File: src/design/mem_xlate_pkg.sv
package mem_xlate_pkg;

    // one virtual address word, decoded by segment or by page
    typedef struct packed {
        logic [2:0]  seg;
        logic [28:0] seg_off;
    } seg_view_t;

    typedef struct packed {
        logic [19:0] vpn;
        logic [11:0] page_off;
    } page_view_t;

    typedef union packed {
        seg_view_t  seg;
        page_view_t page;
    } vaddr_t;

    typedef enum logic [3:0] {
        OP_LB,
        OP_LBU,
        OP_LH,
        OP_LHU,
        OP_LW,
        OP_SB,
        OP_SH,
        OP_SW,
        OP_SWL,
        OP_SWR
    } mem_op_e;

    typedef logic [4:0] exc_code_t;

    localparam exc_code_t EXC_NONE = 5'd0;
    localparam exc_code_t EXC_MOD  = 5'd1;
    localparam exc_code_t EXC_TLBL = 5'd2;
    localparam exc_code_t EXC_TLBS = 5'd3;
    localparam exc_code_t EXC_ADEL = 5'd4;
    localparam exc_code_t EXC_ADES = 5'd5;

    typedef struct packed {
        logic [19:0] vpn;
        logic [19:0] pfn;
        logic        v;   // page valid
        logic        d;   // dirty, store allowed
    } tlb_entry_t;

    function automatic logic is_store(input mem_op_e op);
        return op inside {OP_SB, OP_SH, OP_SW, OP_SWL, OP_SWR};
    endfunction

endpackage

File: src/design/access_if.sv
`timescale 1ns/1ps

// checked physical access, stage 2 to stage 3
interface access_if
    import mem_xlate_pkg::*;
();
    logic        valid;
    mem_op_e     op;
    logic [31:0] paddr;
    logic        uncached;
    logic [31:0] rt_data;
    logic        exc;
    exc_code_t   exc_code;
    logic        refill;
    logic [31:0] badvaddr;

    modport src (
        output valid, op, paddr, uncached, rt_data, exc, exc_code, refill, badvaddr
    );
    modport dst (
        input valid, op, paddr, uncached, rt_data, exc, exc_code, refill, badvaddr
    );

endinterface

File: src/design/tlb_result_if.sv
`timescale 1ns/1ps

// request plus lookup result, stage 1 to stage 2
interface tlb_result_if
    import mem_xlate_pkg::*;
();
    logic        valid;
    mem_op_e     op;
    vaddr_t      vaddr;
    logic [31:0] rt_data;
    logic        found;
    logic        v;
    logic        d;
    logic [19:0] pfn;

    modport src (
        output valid, op, vaddr, rt_data, found, v, d, pfn
    );
    modport dst (
        input valid, op, vaddr, rt_data, found, v, d, pfn
    );

endinterface

File: src/design/access_check_stage.sv
`timescale 1ns/1ps

module access_check_stage
    import mem_xlate_pkg::*;
(
    input  logic      clk,
    input  logic      rst,
    input  logic      flush,
    tlb_result_if.dst res,
    access_if.src     acc
);

    logic        unmapped;
    logic        store;
    logic        misaligned;
    logic [31:0] paddr_map;
    logic        exc_n;
    exc_code_t   exc_code_n;
    logic        refill_n;

    // kseg0 and kseg1 bypass the table
    assign unmapped  = (res.vaddr.seg.seg[2:1] == 2'b10);
    assign store     = is_store(res.op);
    assign paddr_map = unmapped ? {3'b000, res.vaddr.seg.seg_off}
                                : {res.pfn, res.vaddr.page.page_off};

    always_comb begin
        misaligned = 1'b0;
        case (res.op)
            OP_LW, OP_SW:         misaligned = (res.vaddr.page.page_off[1:0] != 2'b00);
            OP_LH, OP_LHU, OP_SH: misaligned = res.vaddr.page.page_off[0];
            default:              misaligned = 1'b0;   // bytes, swl, swr
        endcase
    end

    // address error first, then tlb miss/invalid, then mod
    always_comb begin
        exc_n      = 1'b1;
        exc_code_n = EXC_NONE;
        refill_n   = 1'b0;
        if (misaligned) begin
            exc_code_n = store ? EXC_ADES : EXC_ADEL;
        end else if (!unmapped && (!res.found || !res.v)) begin
            exc_code_n = store ? EXC_TLBS : EXC_TLBL;
            refill_n   = ~res.found;
        end else if (!unmapped && store && !res.d) begin
            exc_code_n = EXC_MOD;
        end else begin
            exc_n = 1'b0;
        end
    end

    always_ff @(posedge clk) begin
        if (rst) begin
            acc.valid <= 1'b0;
        end else begin
            acc.valid <= res.valid & ~flush;
        end
    end

    always_ff @(posedge clk) begin
        acc.op       <= res.op;
        acc.rt_data  <= res.rt_data;
        acc.uncached <= unmapped & res.vaddr.seg.seg[0];   // kseg1
        acc.exc      <= exc_n;
        acc.exc_code <= exc_code_n;
        acc.refill   <= refill_n;
        acc.paddr    <= exc_n ? 32'h0 : paddr_map;
        acc.badvaddr <= exc_n ? res.vaddr : 32'h0;
    end

endmodule

File: src/design/mem_xlate_top.sv
`timescale 1ns/1ps

module mem_xlate_top
    import mem_xlate_pkg::*;
#(
    parameter int TLB_ENTRIES = 8,
    localparam int IDX_W = $clog2(TLB_ENTRIES)
) (
    input  logic             clk,
    input  logic             rst,
    input  logic             flush,
    input  logic             req_valid,
    input  mem_op_e          req_op,
    input  vaddr_t           req_vaddr,
    input  logic [31:0]      req_rt_data,
    input  logic             tlb_we,
    input  logic [IDX_W-1:0] tlb_idx,
    input  tlb_entry_t       tlb_wentry,
    output logic             out_valid,
    output logic [31:0]      out_paddr,
    output logic             out_uncached,
    output logic [3:0]       out_wstrb,
    output logic [31:0]      out_wdata,
    output logic             out_exc,
    output exc_code_t        out_exc_code,
    output logic             out_refill,
    output logic [31:0]      out_badvaddr
);

    tlb_result_if res_if ();
    access_if     acc_if ();

    tlb_lookup_stage #(
        .TLB_ENTRIES(TLB_ENTRIES)
    ) u_lookup (
        .clk         (clk),
        .rst         (rst),
        .flush       (flush),
        .req_valid   (req_valid),
        .req_op      (req_op),
        .req_vaddr   (req_vaddr),
        .req_rt_data (req_rt_data),
        .tlb_we      (tlb_we),
        .tlb_idx     (tlb_idx),
        .tlb_wentry  (tlb_wentry),
        .res         (res_if.src)
    );

    access_check_stage u_check (
        .clk   (clk),
        .rst   (rst),
        .flush (flush),
        .res   (res_if.dst),
        .acc   (acc_if.src)
    );

    store_lane_stage u_lane (
        .clk          (clk),
        .rst          (rst),
        .flush        (flush),
        .acc          (acc_if.dst),
        .out_valid    (out_valid),
        .out_paddr    (out_paddr),
        .out_uncached (out_uncached),
        .out_wstrb    (out_wstrb),
        .out_wdata    (out_wdata),
        .out_exc      (out_exc),
        .out_exc_code (out_exc_code),
        .out_refill   (out_refill),
        .out_badvaddr (out_badvaddr)
    );

endmodule

File: src/design/store_lane_stage.sv
`timescale 1ns/1ps

module store_lane_stage
    import mem_xlate_pkg::*;
(
    input  logic        clk,
    input  logic        rst,
    input  logic        flush,
    access_if.dst       acc,
    output logic        out_valid,
    output logic [31:0] out_paddr,
    output logic        out_uncached,
    output logic [3:0]  out_wstrb,
    output logic [31:0] out_wdata,
    output logic        out_exc,
    output exc_code_t   out_exc_code,
    output logic        out_refill,
    output logic [31:0] out_badvaddr
);

    logic [1:0]  off;
    logic [31:0] rt;
    logic [3:0]  wstrb_n;
    logic [31:0] wdata_n;

    assign off = acc.paddr[1:0];
    assign rt  = acc.rt_data;

    always_comb begin
        wstrb_n = 4'b0000;
        wdata_n = rt;   // loads pass rt through
        if (is_store(acc.op) && !acc.exc) begin
            case (acc.op)
                OP_SB: begin
                    wstrb_n = 4'b0001 << off;
                    wdata_n = {4{rt[7:0]}};
                end
                OP_SH: begin
                    wstrb_n = off[1] ? 4'b1100 : 4'b0011;
                    wdata_n = {2{rt[15:0]}};
                end
                OP_SWL: begin
                    case (off)
                        2'd0:    begin wstrb_n = 4'b0001; wdata_n = {4{rt[31:24]}}; end
                        2'd1:    begin wstrb_n = 4'b0011; wdata_n = {2{rt[31:16]}}; end
                        2'd2:    begin wstrb_n = 4'b0111; wdata_n = {8'h00, rt[31:8]}; end
                        default: wstrb_n = 4'b1111;
                    endcase
                end
                OP_SWR: begin
                    case (off)
                        2'd1:    begin wstrb_n = 4'b1110; wdata_n = {rt[23:0], 8'h00}; end
                        2'd2:    begin wstrb_n = 4'b1100; wdata_n = {2{rt[15:0]}}; end
                        2'd3:    begin wstrb_n = 4'b1000; wdata_n = {4{rt[7:0]}}; end
                        default: wstrb_n = 4'b1111;
                    endcase
                end
                default: wstrb_n = 4'b1111;   // sw
            endcase
        end
    end

    always_ff @(posedge clk) begin
        if (rst) begin
            out_valid <= 1'b0;
        end else begin
            out_valid <= acc.valid & ~flush;
        end
    end

    always_ff @(posedge clk) begin
        out_paddr    <= acc.paddr;
        out_uncached <= acc.uncached;
        out_wstrb    <= wstrb_n;
        out_wdata    <= wdata_n;
        out_exc      <= acc.exc;
        out_exc_code <= acc.exc_code;
        out_refill   <= acc.refill;
        out_badvaddr <= acc.badvaddr;
    end

endmodule

File: src/design/tlb_lookup_stage.sv
`timescale 1ns/1ps

module tlb_lookup_stage
    import mem_xlate_pkg::*;
#(
    parameter int TLB_ENTRIES = 8,
    localparam int IDX_W = $clog2(TLB_ENTRIES)
) (
    input  logic             clk,
    input  logic             rst,
    input  logic             flush,
    input  logic             req_valid,
    input  mem_op_e          req_op,
    input  vaddr_t           req_vaddr,
    input  logic [31:0]      req_rt_data,
    input  logic             tlb_we,
    input  logic [IDX_W-1:0] tlb_idx,
    input  tlb_entry_t       tlb_wentry,
    tlb_result_if.src        res
);

    tlb_entry_t tlb_q [TLB_ENTRIES];

    logic       hit;
    tlb_entry_t hit_entry;

    // fill port, entries survive flush
    always_ff @(posedge clk) begin
        if (rst) begin
            for (int i = 0; i < TLB_ENTRIES; i++) begin
                tlb_q[i] <= '0;
            end
        end else if (tlb_we) begin
            tlb_q[tlb_idx] <= tlb_wentry;
        end
    end

    // scan downwards so the lowest index wins
    always_comb begin
        hit       = 1'b0;
        hit_entry = '0;
        for (int i = TLB_ENTRIES - 1; i >= 0; i--) begin
            if (tlb_q[i].vpn == req_vaddr.page.vpn) begin
                hit       = 1'b1;
                hit_entry = tlb_q[i];
            end
        end
    end

    always_ff @(posedge clk) begin
        if (rst) begin
            res.valid <= 1'b0;
        end else begin
            res.valid <= req_valid & ~flush;
        end
    end

    always_ff @(posedge clk) begin
        res.op      <= req_op;
        res.vaddr   <= req_vaddr;
        res.rt_data <= req_rt_data;
        res.found   <= hit;
        res.v       <= hit_entry.v;
        res.d       <= hit_entry.d;
        res.pfn     <= hit_entry.pfn;
    end

endmodule

File: config.mk
export PLATFORM = sky130hd
export DESIGN_NAME = mem_xlate_top
export DESIGN_NICKNAME = d
export VERILOG_FILES = /design/src/design/mem_xlate_pkg.sv /design/src/design/access_if.sv /design/src/design/tlb_result_if.sv /design/src/design/access_check_stage.sv /design/src/design/mem_xlate_top.sv /design/src/design/store_lane_stage.sv /design/src/design/tlb_lookup_stage.sv
export SDC_FILE = /design/constraint.sdc
export NUM_CORES = 1
export LEC_CHECK = 0
export BUFFER_PORTS_ARGS = -buffer_cell sky130_fd_sc_hd__buf_2
export CORE_ASPECT_RATIO = 1.25
export CORE_UTILIZATION = 59
export DETAILED_ROUTE_END_ITERATION = 6
export PLACE_DENSITY = 0.83
export REMOVE_ABC_BUFFERS = 1
export SYNTH_ARGS = -nofsm -noshare
export SYNTH_HDL_FRONTEND = slang
export SYNTH_SLANG_ARGS = --single-unit
File: constraint.sdc
create_clock -name clk -period 2.89 [get_ports clk]
set_clock_uncertainty 0.1 [all_clocks]
set_input_delay 0.578 -clock clk [delete_from_list [all_inputs] [get_ports clk]]
set_output_delay 0.578 -clock clk [all_outputs]
set_load 0.005 [all_outputs]
==> key figures <==
Place
  – Post-DP HPWL: 40.6 mm
  – Number of placed cells counting well taps: 2704
  – Placed cell area: 0.0269 mm2
  – DP Worst Slack: -312 ps
  – GPL Wtd Cong: 0.902
  – IO Port Bufs: 224

Detailed routing
  – Final wirelength: 65.5 mm
  – Initial DRC Count: 1670
  – Post-DRT Antenna Nets: 0
  – Drt wl/cell: 22.9 um
  – Drt pass-1 iters: 6
  – DRC: 0
  – Vias/cell: 5.86
  – DR vias: 16792

Global routing
  – Largest net degree at the start of global routing: 44
  – Initial antenna violation count: 5
  – Number of global-route vias before repair: 17093
  – Met2 usage: 52.3%
  – GRT busiest layer: met2
  – Gr usage total: 31.2%
  – Met3 GRT Util: 5.97%
  – Total gr overflow: 0
  – Met1 Use GR: 37.1%
  – First-pass GRT wire length: 98.4 mm

Timing
  – Fmax: 350 MHz
  – Count of final setup violators: 0
  – Max Slew Vio Count: 0
  – Rel. slew slack: 50.6%
  – Worst setup margin: 31.8 ps
  – Worst-margin pin slew: 740 ps
  – Fin Setup TNS: 0 ps
  – RSZ-0062 raised after global routing: true
  – Final min period: 2860 ps
  – Final hold violation count: 0
  – Fin crit share: 98.9%

Critical path
  – Worst-path maximum fanout: 21
  – Startpoint types: flip-flop
  – Crit path kind: flip-flop to flip-flop
  – WP data required: 3280 ps
  – Crit. End Element: flip-flop
  – Worst EP arrival: 3250 ps

Pwr
  – Seq pwr share: 53.0%
  – Clk network pwr share: 40.7%
  – Worst vdd ir: 495 uV
  – Psw: 4270 uW
  – Leak: 0.0116 uW
  – PwrDens: 661 mW/mm2
  – Sw frac: 21.9%
  – Internal power: 15200 uW
  – Gate power share: 6.3%
  – Overall power: 19500 uW

Outcome
  – Outcome: finished, final reports clean

Cells and area
  – Final instance area: 0.0294 mm2
  – Number of fillers in the final layout: 2718
  – Post-route insts no fill: 2865
  – Final net count: 2380
  – FF/Latch Area: 0.0162 mm2
  – Fraction of layout cells with a size suffix above 1: 20.6%
  – Area of the multi-input gates: 0.00765 mm2
  – Area delta synth->final: 20.0%
  – Max FFs per register: 336
  – Largest Register: u_lookup.tlb_q

Worst hold path
  – Hold Path Class: input pin to flip-flop

Floorplanning
  – Rows: 83
  – Core area: 0.0410 mm2
  – Initial Util: 59.8%
  – Die area: 0.0424 mm2
  – I/O Pins: 227
  – Die width: 184 um
  – Die H: 230 um

Clock network
  – Root Buffer: clkbuf_16
  – CTS max path bufs: 3
  – H-tree depth: 2
  – CTS Sinks: 642
  – Clock-pin slew on the worst setup and hold paths: 60 ps
  – CTS Buf Count: 59
  – Worst-skew pair later-pin latency: 620 ps
  – Post-CTS Setup Bufs: 0
  – CTS tree: built

Logic synthesis
  – Ys flop type: edfxtp_1
  – Synth warn: 0
  – Synth async-reset ratio: 0%
  – Mapped Avg Cell Area: 12.6 um2
  – Seq/Total Area, Yosys: 66.1%
  – Post-synth EDFFs: 336
  – Synth Cell Area: 0.0245 mm2
  – Post-Syn Instances: 1944
  – Register bit total from synthesis: 642
  – Distinct cells, synth: 60

Run
  – Max-cap violation count: 0
synthesized netlist by cell type (all sizes together) (2+ instances only):
cell type	n	area (um2)
or4	2	15.0
or3	4	25.0
o22ai	8	50.1
a21o	5	37.5
and2	387	2420
xor2	80	701
o21ai	30	150
buf	31	188
a222oi	13	130
inv	65	244
nor2b	3	18.8
mux4	8	180
nand2	59	221
a22o	29	254
a311oi	21	184
edfxtp	336	10100
dfxtp	306	6130
nand4	20	125
a221o	2	20.0
nor3b	2	20.0
and3	25	156
a211oi	5	37.5
a2111oi	20	175
o22a	7	61.3
nand3	7	35.0
o221ai	21	184
clkbuf	94	353
or2	12	75.1
a221oi	8	70.1
or3b	2	17.5
mux2	7	78.8
mux2i	7	70.1
nor4	22	169
a21oi	48	244
nor3	29	155
nand2b	8	50.1
nand3b	22	165
xnor2	80	701
nor2	74	278
a22oi	5	37.5
o31ai	20	150
area by class of cell:
| type | instances | area share [%] |
|---|---|---|
| Antenna cell | 1 | 0.00850 |
| Clock buffer | 94 | 6.17 |
| Clock inverter | 17 | 0.569 |
| Inverter | 65 | 0.828 |
| Multi-Input combinational cell | 1113 | 26.0 |
| Sequential cell | 642 | 55.1 |
| Tap cell | 552 | 2.35 |
| Timing Repair Buffer | 381 | 9.03 |
layer usage:
layer  routed length (um)  vias up
met1                23600     8054
met5                   35        -
met2                31700     1050
met4                 3630        6
li1                     -     7442
met3                 6500      240
worst max-delay path, cell delays in order, from the launching register on:
cell,delay (ps)
edfxtp_1,390
xor2_1,350
nor4_1,110
buf_4,150
nand3_1,60
buf_4,110
buf_4,300
nor2_1,120
or3_1,410
buf_12,190
nor4b_1,290
o21ai_1,120
cell families (layout without fill, tap and decap cells):
logic type	count (synthesis)	in the layout	share of synthesized area [%]
AOI/OAI and AO/OA	249	249	7.52
xor gates and xnor gates	160	160	5.71
buffers and inverters	190	557	3.20
DFF	642	642	66.1
muxes	22	22	1.34
other	1	3	0.0153
and+or+nand+nor	680	680	16.2
timing repair:
item,CTS,global route
hold endpoints to repair,49,0
resized for setup,0,12
endpoints found under the setup margin,0,14
hold buffers,49,0
power groups by stage:
stage | Clock, uW | Sequential (uW) | Combinational, uW
after global placement | 0 | 10500 | 1110
after CTS | 7980 | 10300 | 1210
after global routing | 8320 | 10400 | 1310
after detailed placement | 0 | 10500 | 1140
final | 7920 | 10300 | 1220
after floorplan | 0 | 10500 | 511
path summary, 6_finish.rpt:
check / from / endpoint / slack, ps / cells after the start
max: u_lookup.tlb_q[2][39] / u_lookup.res.found / 30 / 11
min: req_vaddr[13] / u_lookup.res.vaddr[13] / 50 / 1
max reg2reg: u_lookup.tlb_q[2][39] / u_lookup.res.found / 30 / 11
min reg2reg: u_check.acc.exc_code[2] / u_lane.out_exc_code[2] / 220 / 0
cells in the final DEF, fill, tap and decap left out, types with 21 or more instances in the layout:
| cell type | n |
|---|---|
| edfxtp_1 | 336 |
| nor2_1 | 67 |
| xnor2_1 | 80 |
| o221ai_1 | 21 |
| a21oi_1 | 47 |
| a311oi_1 | 21 |
| nor3_1 | 24 |
| dfxtp_1 | 306 |
| dlygate4sd3_1 | 49 |
| o21ai_0 | 29 |
| inv_1 | 65 |
| clkbuf_16 | 65 |
| and3_1 | 25 |
| nand2_1 | 59 |
| xor2_1 | 77 |
| and2_1 | 387 |
| buf_2 | 224 |
| a22o_1 | 29 |
| nand3b_1 | 22 |
| buf_4 | 89 |
through the flow:
step                      hold WS [ps]  util, %
after floorplan                    210        -
after global placement             211     65.7
after detailed placement           212     65.7
after CTS                         29.7     71.7
after global routing              44.4     71.8
final                             50.0     71.8
(Power assumes the default switching activity.)
